$ cat src/uart_pkg.sv
`default_nettype none

package uart_pkg;

    localparam int DATA_BITS     = 8;
    localparam int TICKS_PER_BIT = 16;  // Oversampling factor

endpackage

`default_nettype wire

$ cat src/debug_pkg.sv
`default_nettype none

package debug_pkg;

    localparam logic [7:0] CMD_DUMP_REGS       = 8'h01;
    localparam logic [7:0] CMD_DUMP_IF_ID      = 8'h02;
    localparam logic [7:0] CMD_LOAD_PROGRAM    = 8'h07;
    localparam logic [7:0] CMD_MODE_CONTINUOUS = 8'h08;
    localparam logic [7:0] CMD_MODE_STEP       = 8'h09;
    localparam logic [7:0] CMD_STEP            = 8'h0A;
    localparam logic [7:0] CMD_DUMP_PC         = 8'h11;

    localparam logic [7:0] ACK_CHAR = "R";

    localparam int WORD_BITS         = 32;  // Processor word width
    localparam int IF_ID_BITS        = 64;
    localparam int PROG_RESET_CYCLES = 16;

    typedef enum logic [1:0] {
        DUMP_REGS,
        DUMP_IF_ID,
        DUMP_PC,
        DUMP_ACK      // No payload, ACK only
    } dump_src_t;

    // Program word as it arrives from the host and as it goes to memory
    typedef union packed {
        logic [WORD_BITS/8-1:0][7:0] bytes;  // Index 0 arrives first
        logic [WORD_BITS-1:0]        word;
    } instr_word_t;

endpackage

`default_nettype wire

$ cat src/baud_tick_gen.sv
`default_nettype none

module baud_tick_gen #(
    parameter int CLKS_PER_TICK = 163
) (
    input  wire  i_clk,
    input  wire  i_reset,
    output logic o_tick
);

    localparam int CNT_W = $clog2(CLKS_PER_TICK + 1);

    logic [CNT_W-1:0] cnt;

    always_ff @(posedge i_clk or posedge i_reset) begin
        if (i_reset) begin
            cnt    <= '0;
            o_tick <= 1'b0;
        end else if (cnt == CNT_W'(CLKS_PER_TICK - 1)) begin
            cnt    <= '0;
            o_tick <= 1'b1;
        end else begin
            cnt    <= cnt + 1'b1;
            o_tick <= 1'b0;
        end
    end

endmodule

`default_nettype wire

$ cat src/uart_rx.sv
`default_nettype none

module uart_rx (
    input  wire                            i_clk,
    input  wire                            i_reset,
    input  wire                            i_tick,
    input  wire                            i_rx,
    output logic [uart_pkg::DATA_BITS-1:0] o_rx_data,
    output logic                           o_rx_valid
);
    import uart_pkg::*;

    localparam int TICK_W = $clog2(TICKS_PER_BIT);

    typedef enum logic [1:0] {RX_IDLE, RX_START, RX_DATA, RX_STOP} rx_state_t;

    rx_state_t                    state;
    logic [1:0]                   rx_sync;   // Line synchronizer
    logic [TICK_W-1:0]            tick_cnt;
    logic [$clog2(DATA_BITS)-1:0] bit_cnt;
    logic                         bit_mid;

    assign bit_mid = i_tick && (tick_cnt == TICK_W'(TICKS_PER_BIT - 1));

    always_ff @(posedge i_clk or posedge i_reset) begin
        if (i_reset) begin
            rx_sync    <= 2'b11;
            state      <= RX_IDLE;
            tick_cnt   <= '0;
            bit_cnt    <= '0;
            o_rx_valid <= 1'b0;
        end else begin
            rx_sync    <= {rx_sync[0], i_rx};
            o_rx_valid <= 1'b0;
            if (i_tick) begin
                tick_cnt <= tick_cnt + 1'b1;
            end
            case (state)
                RX_IDLE: begin
                    tick_cnt <= '0;
                    if (!rx_sync[1]) begin
                        state <= RX_START;
                    end
                end
                RX_START: begin
                    if (i_tick && tick_cnt == TICK_W'(TICKS_PER_BIT / 2 - 1)) begin
                        tick_cnt <= '0;
                        bit_cnt  <= '0;
                        state    <= rx_sync[1] ? RX_IDLE : RX_DATA;  // Glitch, not a start bit
                    end
                end
                RX_DATA: begin
                    if (bit_mid) begin
                        bit_cnt <= bit_cnt + 1'b1;
                        if (bit_cnt == DATA_BITS - 1) begin
                            state <= RX_STOP;
                        end
                    end
                end
                RX_STOP: begin
                    if (bit_mid) begin
                        o_rx_valid <= rx_sync[1];  // Framing error drops the byte
                        state      <= RX_IDLE;
                    end
                end
                default: state <= RX_IDLE;
            endcase
        end
    end

    always_ff @(posedge i_clk) begin
        if (state == RX_DATA && bit_mid) begin
            o_rx_data <= {rx_sync[1], o_rx_data[DATA_BITS-1:1]};  // LSB first
        end
    end

endmodule

`default_nettype wire

$ cat src/uart_tx.sv
`default_nettype none

module uart_tx (
    input  wire                           i_clk,
    input  wire                           i_reset,
    input  wire                           i_tick,
    input  wire                           i_tx_start,
    input  wire [uart_pkg::DATA_BITS-1:0] i_tx_data,
    output logic                          o_tx,
    output logic                          o_tx_busy
);
    import uart_pkg::*;

    localparam int TICK_W = $clog2(TICKS_PER_BIT);

    typedef enum logic [1:0] {TX_IDLE, TX_START, TX_DATA, TX_STOP} tx_state_t;

    tx_state_t                    state;
    logic [TICK_W-1:0]            tick_cnt;
    logic [$clog2(DATA_BITS)-1:0] bit_cnt;
    logic [DATA_BITS-1:0]         shreg;
    logic                         bit_end;

    assign bit_end   = i_tick && (tick_cnt == TICK_W'(TICKS_PER_BIT - 1));
    assign o_tx_busy = (state != TX_IDLE);

    always_ff @(posedge i_clk or posedge i_reset) begin
        if (i_reset) begin
            state    <= TX_IDLE;
            tick_cnt <= '0;
            bit_cnt  <= '0;
            o_tx     <= 1'b1;
        end else begin
            o_tx <= (state == TX_START) ? 1'b0 : (state == TX_DATA) ? shreg[0] : 1'b1;
            if (state == TX_IDLE || bit_end) begin
                tick_cnt <= '0;
            end else if (i_tick) begin
                tick_cnt <= tick_cnt + 1'b1;
            end
            case (state)
                TX_IDLE:  if (i_tx_start) state <= TX_START;
                TX_START: begin
                    bit_cnt <= '0;
                    if (bit_end) state <= TX_DATA;
                end
                TX_DATA: begin
                    if (bit_end) begin
                        bit_cnt <= bit_cnt + 1'b1;
                        if (bit_cnt == DATA_BITS - 1) state <= TX_STOP;
                    end
                end
                TX_STOP:  if (bit_end) state <= TX_IDLE;
                default:  state <= TX_IDLE;
            endcase
        end
    end

    always_ff @(posedge i_clk) begin
        if (state == TX_IDLE && i_tx_start) begin
            shreg <= i_tx_data;
        end else if (state == TX_DATA && bit_end) begin
            shreg <= shreg >> 1;
        end
    end

endmodule

`default_nettype wire

$ cat src/snapshot_sender.sv
`default_nettype none

module snapshot_sender #(
    parameter int NUM_REGISTERS = 32
) (
    input  wire                                          i_clk,
    input  wire                                          i_reset,
    input  wire                                          i_dump_start,
    input  wire debug_pkg::dump_src_t                    i_dump_src,
    input  wire [debug_pkg::WORD_BITS*NUM_REGISTERS-1:0] i_registers,
    input  wire [debug_pkg::IF_ID_BITS-1:0]              i_if_id,
    input  wire [debug_pkg::WORD_BITS-1:0]               i_pc,
    input  wire                                          i_tx_busy,
    output logic                                         o_tx_start,
    output logic [7:0]                                   o_tx_data,
    output logic                                         o_dump_done
);
    import debug_pkg::*;

    localparam int REG_BYTES   = WORD_BITS / 8 * NUM_REGISTERS;
    localparam int IDX_W       = $clog2(REG_BYTES + IF_ID_BITS / 8 + 1);
    localparam int REG_IDX_W   = $clog2(REG_BYTES);
    localparam int IF_ID_IDX_W = $clog2(IF_ID_BITS / 8);
    localparam int PC_IDX_W    = $clog2(WORD_BITS / 8);

    dump_src_t        src;
    logic             active;
    logic [IDX_W-1:0] idx;        // Byte being offered to the transmitter
    logic [IDX_W-1:0] limit;      // Payload length and index of the ACK
    logic [7:0]       snap_byte;

    always_comb begin
        limit     = '0;
        snap_byte = i_pc[8*idx[PC_IDX_W-1:0] +: 8];
        case (src)
            DUMP_REGS: begin
                limit     = IDX_W'(REG_BYTES);
                snap_byte = i_registers[8*idx[REG_IDX_W-1:0] +: 8];
            end
            DUMP_IF_ID: begin
                limit     = IDX_W'(IF_ID_BITS / 8);
                snap_byte = i_if_id[8*idx[IF_ID_IDX_W-1:0] +: 8];
            end
            DUMP_PC:  limit = IDX_W'(WORD_BITS / 8);
            default:  limit = '0;
        endcase
    end

    assign o_tx_data  = (idx == limit) ? ACK_CHAR : snap_byte;
    assign o_tx_start = active && !i_tx_busy;

    always_ff @(posedge i_clk or posedge i_reset) begin
        if (i_reset) begin
            active      <= 1'b0;
            src         <= DUMP_ACK;
            idx         <= '0;
            o_dump_done <= 1'b0;
        end else begin
            o_dump_done <= 1'b0;
            if (!active && i_dump_start) begin
                active <= 1'b1;
                src    <= i_dump_src;
                idx    <= '0;
            end else if (o_tx_start) begin
                if (idx == limit) begin
                    active      <= 1'b0;
                    o_dump_done <= 1'b1;  // ACK handed to the transmitter
                end else begin
                    idx <= idx + 1'b1;
                end
            end
        end
    end

endmodule

`default_nettype wire

$ cat src/program_loader.sv
`default_nettype none

module program_loader #(
    parameter int MEM_WORDS = 64
) (
    input  wire                             i_clk,
    input  wire                             i_reset,
    input  wire                             i_load_start,
    input  wire [7:0]                       i_rx_data,
    input  wire                             i_rx_valid,
    output logic                            o_inst_wr_en,
    output logic [$clog2(MEM_WORDS)-1:0]    o_inst_wr_addr,
    output logic [debug_pkg::WORD_BITS-1:0] o_inst_wr_data,
    output logic                            o_prog_reset,
    output logic                            o_load_done
);
    import debug_pkg::*;

    localparam int ADDR_W = $clog2(MEM_WORDS);
    localparam logic [ADDR_W-1:0] LAST_ADDR = ADDR_W'(MEM_WORDS - 1);

    typedef enum logic [2:0] {
        LD_IDLE, LD_COUNT, LD_BYTES, LD_FILL, LD_RESET, LD_DONE
    } ld_state_t;

    ld_state_t                            state;
    instr_word_t                          word;
    logic [1:0]                           byte_idx;
    logic [7:0]                           word_total;  // N sent by the host
    logic [7:0]                           word_cnt;
    logic [$clog2(PROG_RESET_CYCLES)-1:0] rst_cnt;

    assign o_inst_wr_data = (state == LD_FILL) ? '0 : word.word;
    assign o_load_done    = (state == LD_DONE);

    always_ff @(posedge i_clk) begin
        if (state == LD_BYTES && i_rx_valid) begin
            word.bytes[byte_idx] <= i_rx_data;  // Little-endian
        end
    end

    always_ff @(posedge i_clk or posedge i_reset) begin
        if (i_reset) begin
            state          <= LD_IDLE;
            byte_idx       <= '0;
            word_total     <= '0;
            word_cnt       <= '0;
            rst_cnt        <= '0;
            o_inst_wr_en   <= 1'b0;
            o_inst_wr_addr <= '0;
            o_prog_reset   <= 1'b0;
        end else begin
            o_inst_wr_en <= 1'b0;
            if (o_inst_wr_en) begin
                o_inst_wr_addr <= o_inst_wr_addr + 1'b1;
            end
            case (state)
                LD_IDLE: if (i_load_start) state <= LD_COUNT;
                LD_COUNT: begin
                    byte_idx       <= '0;
                    word_cnt       <= '0;
                    rst_cnt        <= '0;
                    o_inst_wr_addr <= '0;
                    if (i_rx_valid) begin
                        word_total   <= i_rx_data;
                        o_inst_wr_en <= (i_rx_data == 8'd0);  // Empty program goes straight to fill
                        state        <= (i_rx_data == 8'd0) ? LD_FILL : LD_BYTES;
                    end
                end
                LD_BYTES: begin
                    if (i_rx_valid) begin
                        byte_idx <= byte_idx + 1'b1;
                        if (byte_idx == 2'd3) begin
                            o_inst_wr_en <= 1'b1;
                            word_cnt     <= word_cnt + 1'b1;
                        end
                    end
                    if (o_inst_wr_en && word_cnt == word_total) begin
                        if (o_inst_wr_addr == LAST_ADDR) begin
                            o_prog_reset <= 1'b1;
                            state        <= LD_RESET;
                        end else begin
                            o_inst_wr_en <= 1'b1;
                            state        <= LD_FILL;
                        end
                    end
                end
                LD_FILL: begin
                    if (o_inst_wr_addr == LAST_ADDR) begin
                        o_prog_reset <= 1'b1;
                        state        <= LD_RESET;
                    end else begin
                        o_inst_wr_en <= 1'b1;
                    end
                end
                LD_RESET: begin
                    rst_cnt <= rst_cnt + 1'b1;
                    if (rst_cnt == PROG_RESET_CYCLES - 1) begin
                        o_prog_reset <= 1'b0;
                        state        <= LD_DONE;
                    end
                end
                LD_DONE:  state <= LD_IDLE;
                default:  state <= LD_IDLE;
            endcase
        end
    end

endmodule

`default_nettype wire

$ cat src/debug_controller.sv
`default_nettype none

module debug_controller (
    input  wire                  i_clk,
    input  wire                  i_reset,
    input  wire [7:0]            i_rx_data,
    input  wire                  i_rx_valid,
    input  wire                  i_dump_done,
    input  wire                  i_load_done,
    output logic                 o_dump_start,
    output debug_pkg::dump_src_t o_dump_src,
    output logic                 o_load_start,
    output logic                 o_debug_clk
);
    import debug_pkg::*;

    typedef enum logic [1:0] {CTL_IDLE, CTL_WAIT_DUMP, CTL_WAIT_LOAD} ctl_state_t;

    ctl_state_t state;
    logic       step_mode;  // 1 = step, 0 = continuous
    logic       step_req;
    logic       step_clk;

    assign o_debug_clk = step_mode ? step_clk : i_clk;

    always_ff @(posedge i_clk or posedge i_reset) begin
        if (i_reset) begin
            state        <= CTL_IDLE;
            step_mode    <= 1'b0;
            step_req     <= 1'b0;
            step_clk     <= 1'b0;
            o_dump_start <= 1'b0;
            o_dump_src   <= DUMP_ACK;
            o_load_start <= 1'b0;
        end else begin
            o_dump_start <= 1'b0;
            o_load_start <= 1'b0;
            step_req     <= 1'b0;
            step_clk     <= step_req;  // One full clock period high
            case (state)
                CTL_IDLE: begin
                    if (i_rx_valid) begin
                        case (i_rx_data)
                            CMD_DUMP_REGS, CMD_DUMP_IF_ID, CMD_DUMP_PC: begin
                                o_dump_start <= 1'b1;
                                o_dump_src   <= (i_rx_data == CMD_DUMP_REGS)  ? DUMP_REGS :
                                                (i_rx_data == CMD_DUMP_IF_ID) ? DUMP_IF_ID :
                                                DUMP_PC;
                                state        <= CTL_WAIT_DUMP;
                            end
                            CMD_LOAD_PROGRAM: begin
                                o_load_start <= 1'b1;
                                step_mode    <= 1'b1;  // Processor stays parked while loading
                                state        <= CTL_WAIT_LOAD;
                            end
                            CMD_MODE_CONTINUOUS: step_mode <= 1'b0;
                            CMD_MODE_STEP:       step_mode <= 1'b1;
                            CMD_STEP:            step_req  <= 1'b1;
                            default:             state     <= CTL_IDLE;
                        endcase
                    end
                end
                CTL_WAIT_DUMP: if (i_dump_done) state <= CTL_IDLE;
                CTL_WAIT_LOAD: begin
                    if (i_load_done) begin
                        o_dump_start <= 1'b1;
                        o_dump_src   <= DUMP_ACK;
                        state        <= CTL_WAIT_DUMP;
                    end
                end
                default: state <= CTL_IDLE;
            endcase
        end
    end

endmodule

`default_nettype wire

$ cat src/debug_unit.sv
`default_nettype none

module debug_unit #(
    parameter int CLKS_PER_TICK = 163,
    parameter int NUM_REGISTERS = 32,
    parameter int MEM_WORDS     = 64
) (
    input  wire                                          i_clk,
    input  wire                                          i_reset,
    input  wire                                          i_uart_rx,
    input  wire [debug_pkg::WORD_BITS*NUM_REGISTERS-1:0] i_registers,
    input  wire [debug_pkg::IF_ID_BITS-1:0]              i_if_id,
    input  wire [debug_pkg::WORD_BITS-1:0]               i_pc,
    output logic                                         o_uart_tx,
    output logic                                         o_debug_clk,
    output logic                                         o_inst_wr_en,
    output logic [$clog2(MEM_WORDS)-1:0]                 o_inst_wr_addr,
    output logic [debug_pkg::WORD_BITS-1:0]              o_inst_wr_data,
    output logic                                         o_prog_reset
);
    import debug_pkg::*;

    logic       tick;
    logic [7:0] rx_data;
    logic       rx_valid;
    logic       tx_start;
    logic [7:0] tx_data;
    logic       tx_busy;
    logic       dump_start;
    dump_src_t  dump_src;
    logic       dump_done;
    logic       load_start;
    logic       load_done;

    baud_tick_gen #(.CLKS_PER_TICK(CLKS_PER_TICK)) u_baud (
        .i_clk   (i_clk),
        .i_reset (i_reset),
        .o_tick  (tick)
    );

    uart_rx u_rx (
        .i_clk      (i_clk),
        .i_reset    (i_reset),
        .i_tick     (tick),
        .i_rx       (i_uart_rx),
        .o_rx_data  (rx_data),
        .o_rx_valid (rx_valid)
    );

    uart_tx u_tx (
        .i_clk      (i_clk),
        .i_reset    (i_reset),
        .i_tick     (tick),
        .i_tx_start (tx_start),
        .i_tx_data  (tx_data),
        .o_tx       (o_uart_tx),
        .o_tx_busy  (tx_busy)
    );

    snapshot_sender #(.NUM_REGISTERS(NUM_REGISTERS)) u_sender (
        .i_clk        (i_clk),
        .i_reset      (i_reset),
        .i_dump_start (dump_start),
        .i_dump_src   (dump_src),
        .i_registers  (i_registers),
        .i_if_id      (i_if_id),
        .i_pc         (i_pc),
        .i_tx_busy    (tx_busy),
        .o_tx_start   (tx_start),
        .o_tx_data    (tx_data),
        .o_dump_done  (dump_done)
    );

    program_loader #(.MEM_WORDS(MEM_WORDS)) u_loader (
        .i_clk          (i_clk),
        .i_reset        (i_reset),
        .i_load_start   (load_start),
        .i_rx_data      (rx_data),
        .i_rx_valid     (rx_valid),
        .o_inst_wr_en   (o_inst_wr_en),
        .o_inst_wr_addr (o_inst_wr_addr),
        .o_inst_wr_data (o_inst_wr_data),
        .o_prog_reset   (o_prog_reset),
        .o_load_done    (load_done)
    );

    debug_controller u_ctrl (
        .i_clk        (i_clk),
        .i_reset      (i_reset),
        .i_rx_data    (rx_data),
        .i_rx_valid   (rx_valid),
        .i_dump_done  (dump_done),
        .i_load_done  (load_done),
        .o_dump_start (dump_start),
        .o_dump_src   (dump_src),
        .o_load_start (load_start),
        .o_debug_clk  (o_debug_clk)
    );

endmodule

`default_nettype wire

$ cat config.mk
export PLATFORM = sky130hd
export DESIGN_NAME = debug_unit
export DESIGN_NICKNAME = d
export VERILOG_FILES = /design/src/uart_pkg.sv /design/src/debug_pkg.sv /design/src/baud_tick_gen.sv /design/src/uart_rx.sv /design/src/uart_tx.sv /design/src/snapshot_sender.sv /design/src/program_loader.sv /design/src/debug_controller.sv /design/src/debug_unit.sv
export SDC_FILE = /design/constraint.sdc
export NUM_CORES = 1
export LEC_CHECK = 0
export BUFFER_PORTS_ARGS = -buffer_cell sky130_fd_sc_hd__buf_2
export CELL_PAD_IN_SITES_DETAIL_PLACEMENT = 0
export CELL_PAD_IN_SITES_GLOBAL_PLACEMENT = 1
export CORE_AREA = 2 2 450 452
export DETAILED_ROUTE_END_ITERATION = 6
export DIE_AREA = 0 0 452 454
export HOLD_SLACK_MARGIN = 0.1
export PLACE_DENSITY = 0.41
export SLEW_MARGIN = 10
export SYNTH_ARGS = -nofsm -noshare
export SYNTH_HDL_FRONTEND = slang
export SYNTH_SLANG_ARGS = --single-unit
$ cat constraint.sdc
create_clock -name i_clk -period 2.59 [get_ports i_clk]
set_input_delay 0 -clock i_clk [delete_from_list [all_inputs] [get_ports i_clk]]
set_output_delay 0 -clock i_clk [all_outputs]
set_load 0.01 [all_outputs]
==> impl.org <==
** Synth
- Post-synthesis register bit count :: around 130
- After synthesis the cells add up to 15590 sq um.
- Count of flip-flops with a built-in enable after synthesis :: 48
- The synthesized netlist contains 71 unique library cells.
- The number of nets in the synthesized netlist is 2545.
- Proportion of synthesized flip-flops having asynchronous set or reset :: a little under two thirds
- Sequential element share of the synthesized area :: 22.95%
- Xor and xnor fraction of the mapped netlist area :: 1.854%
- After synthesis, the largest family of logic cells by area is multiplexers.
- Measured against the total synthesized area, the mux share comes to around 43%.
- Compound-gate portion of the synthesized area :: between 10% and 20%
- Yosys synthesis warning count :: 0
- Dominant synthesized flop cell :: sky130_fd_sc_hd__dfrtp_1
- In the synthesized netlist, the number of instances is ~1400.
- Summing the areas of all fa, ha and maj instances in the mapped netlist gives between 2 and 2.5% of the synthesized area.
- Share of synthesized cell area in and, or, nand and nor gates :: 12.84%
- Each instance of the synthesized netlist takes up on average about 11 sq um.

** GRT
- The initial antenna violation count came to 112.
- GRT Total Usage :: between 10% and 20%
- Entering global routing, the biggest net connects 48 pins.
- The number of global-route vias before repair is 20053.
- GRT overflow :: 0
- Global-route wire length before repair :: about 200000 um

** Route
- Average wire per standard cell :: 28.53 um
- Via-per-instance ratio :: ~3.4
- Once detail routing completed, the nets flagged for antenna violations numbered 0.
- DR iter-0 viols :: 1110
- For this block, the routed nets add up to 156400 um of wire.
- The first detailed-routing pass ran for 5 iterations.
- Number of remaining DRC errors :: 0
- Routed via count :: 18800

** Outcome
- Outcome :: finished with violations
- The checks that failed: negative setup slack.

** Finish
- Once layout is complete, the utilization of the core stands at 14.24%.
- Most common library cell in the layout ignoring fill and taps :: sky130_fd_sc_hd__buf_2
- The area growth from synthesis to layout is 83.54%.
- Share of cells above drive strength 1 :: 65.75%
- The top cell types in the final layout, fill and taps aside, are sky130_fd_sc_hd__buf_2 (1164), sky130_fd_sc_hd__buf_4 (230), sky130_fd_sc_hd__mux4_2 (205).
- After the flow finishes, the layout carries non-filler instances totaling 5483.
- Fill cell count :: 22992
- Final #Nets :: 3920
- Final Cell Area :: roughly 29000 sq um

** Flow run
- Across the run, the number of max-cap violations was 0.

** STA
- Setup repair after global routing could not meet its margin everywhere.
- Skew final :: 0.01754 ns
- Worst hold slack :: around 0.1 ns
- The count of final max-slew check failures was 0.
- The final count of hold timing violations is 0.
- Tmin final :: 2.884 ns
- Slew headroom :: 25.28%
- Based on the critical path, the design can be clocked at up to 346.7 MHz.
- After layout, the worst setup slack is -0.2944 ns.
- Part of the cycle the worst path needs :: 111.4%
- Least-Margin Pin Slew :: 1.117 ns
- Final-report setup violation count :: 8

** Critical path
- Arrival time of data at the critical path endpoint :: 3.19 ns
- CP Class :: reg2reg
- Crit path launch type :: flip-flop
- Endpoint kind of the worst setup timing path :: flip-flop
- Critical Path Fanout Max :: 20
- STA puts the critical path data required time at 2.89 ns.

** Worst hold path
- Hold Path Class :: in2async

** Pwr
- Dividing total power by cell area gives a power density of 230.7 nW/um^2.
- VDD sags by at most 0.3873 mV.
- For this design the static power due to leakage is ~12 nW.

** Die
- Measured along the x axis, the die boundary spans 452 um.
- Die area :: 205200 sq um
- The floorplan step set the die height to 454 um.
- The initial utilization of the core area, before any placement, comes to under 10%.
- Row generation in the floorplan step produced 165 rows.
- The region available for standard cell placement spans 200900 sq um.
- Pin placement for this block handled 1165 I/O pins.

** Clock network
- The later pin in the worst-skew pair is clocked with a latency of 0.55 ns.
- TritonCTS clock tree :: done
- Clock-pin slew was measured on the worst setup and hold paths at 0.07 ns.

** Place
- Placed cell count :: approximately 5400
- At the placement stage, the worst setup path has a slack of -1.029 ns.
- Routability congestion estimate :: 0.9245
- Summing all placed instances gives a cell area of 26600 sq um.
- The wire-length estimate of the detail-placed layout is 140100 um.
- Port buffer count :: 1164
[synth_stat cells (21+ instances only)]
cell / count / share of area [%]
sky130_fd_sc_hd__ha_1: 25 / 2.0
sky130_fd_sc_hd__mux2i_1: 160 / 10
sky130_fd_sc_hd__a22oi_1: 75 / 3.6
sky130_fd_sc_hd__edfxtp_1: 48 / 9.2
sky130_fd_sc_hd__xor2_1: 21 / 1.2
sky130_fd_sc_hd__a31oi_1: 22 / 0.88
sky130_fd_sc_hd__nand3_1: 55 / 1.8
sky130_fd_sc_hd__mux4_2: 205 / 30
sky130_fd_sc_hd__buf_2: 48 / 1.5
sky130_fd_sc_hd__dfrtp_1: 78 / 13
sky130_fd_sc_hd__buf_4: 26 / 1.3
sky130_fd_sc_hd__clkbuf_1: 28 / 0.67
sky130_fd_sc_hd__a21oi_1: 27 / 0.87
sky130_fd_sc_hd__nor2_1: 65 / 1.6
sky130_fd_sc_hd__and2_1: 46 / 1.8
sky130_fd_sc_hd__nand2_1: 109 / 2.6
sky130_fd_sc_hd__mux2_2: 25 / 1.8
sky130_fd_sc_hd__o21ai_0: 40 / 1.3
sky130_fd_sc_hd__nor3_1: 27 / 0.87
[final cells by class]
cell class | instances | area, sq um | area share, %
clock buffer | 22 | 509.2 | 1.780
multi-input combinational | 1120 | 11670 | 40.80
antenna | 26 | 65.06 | 0.2274
inverter | 18 | 73.82 | 0.2580
clock inverter | 14 | 151.4 | 0.5292
sequential | 133 | 3593 | 12.56
timing repair buffer | 1478 | 9200 | 32.16
tap | 2672 | 3343 | 11.69
[critical path, cell delays in order (launching register included)]
cell and delay [ns]:
sky130_fd_sc_hd__dfrtp_4 0.49, sky130_fd_sc_hd__buf_12 0.15, sky130_fd_sc_hd__buf_12 0.14, sky130_fd_sc_hd__buf_4 0.17, sky130_fd_sc_hd__buf_12 0.17, sky130_fd_sc_hd__mux2i_1 0.27
sky130_fd_sc_hd__a31oi_1 0.13, sky130_fd_sc_hd__o211ai_1 0.20, sky130_fd_sc_hd__bufbuf_16 0.34, sky130_fd_sc_hd__o22ai_4 0.08, sky130_fd_sc_hd__nor4_4 0.18, sky130_fd_sc_hd__buf_4 0.20
sky130_fd_sc_hd__a31oi_1 0.09
[sequential cells by signal, indices dropped and copies added (netlist names), 2 cells and up, named ones only]
| signal | flops |
|---|---|
| u_baud.cnt | 8 |
| u_ctrl.o_dump_src | 2 |
| u_ctrl.state | 2 |
| u_loader.byte_idx | 2 |
| u_loader.o_inst_wr_addr | 6 |
| u_loader.rst_cnt | 4 |
| u_loader.state | 3 |
| u_loader.word | 32 |
| u_loader.word_cnt | 8 |
| u_loader.word_total | 8 |
| u_rx.bit_cnt | 3 |
| u_rx.o_rx_data | 8 |
| u_rx.rx_sync | 2 |
| u_rx.tick_cnt | 4 |
| u_sender.idx | 8 |
| u_sender.src | 2 |
| u_tx.bit_cnt | 3 |
| u_tx.shreg | 8 |
| u_tx.state | 2 |
| u_tx.tick_cnt | 4 |
[per-stage QoR]
stage | setup TNS (ns) | total power [mW]
2_1_floorplan | 0 | 2.633
3_5_place_dp | -6.346 | 3.907
4_1_cts | -2.432 | 6.713
3_3_place_gp | -6.268 | 3.905
6_report | -1.724 | 6.601
5_1_grt | -2.534 | 6.903
[per-layer routing]
layer	vias to the layer above	global-route usage [%]	wire length (um)
met5	-	0	323
met3	188	3.156	9146
met1	9306	17.81	64120
met4	50	2.958	3982
li1	8453	-	-
met2	803	26.18	78830
[report_power, final]
group	leakage, nW	total, mW	switching, mW	internal [mW]
Clock	0.327	2.76	1.12	1.64
Combinational	9.76	1.67	0.711	0.956
Sequential	1.56	2.17	0.00112	2.17
[kinds of logic after synthesis]
family | Yosys count
AO/OA/AOI/OAI | 262
XOR/XNOR | 33
adder cells (fa/ha/maj) | 25
buffers and inverters | 144
flip-flops | 133
multiplexers | 400
AND/OR/NAND/NOR | 400
[path summary, 6_finish.rpt]
kind / startpoint / slack, ns / cells past startpoint / endpoint
worst max-delay path: u_sender.idx[1] / -0.29 / 12 / u_tx.shreg[1]
worst min-delay path: i_reset / 0.10 / 3 / u_rx.bit_cnt[1]
worst max register to register: u_sender.idx[1] / -0.29 / 12 / u_tx.shreg[1]
worst min register to register: u_ctrl.step_req / 0.35 / 0 / u_ctrl.step_clk
max in group asynchronous: i_reset / 1.78 / 4 / u_sender.src[0]
min in group i_clk: i_uart_rx / 0.17 / 2 / u_rx.rx_sync[0]
[what timing repair did]
action | in CTS | in global routing
setup buffers | 33 | 17
endpoints found under the setup margin | 15 | 15
hold buffers | 2 | 0
gates cloned | 6 | 0
hold endpoints to repair | 81 | 0
resized for setup | 98 | 45
pin swaps | 21 | 20
Note: power is estimated with default switching activity, not from simulation.
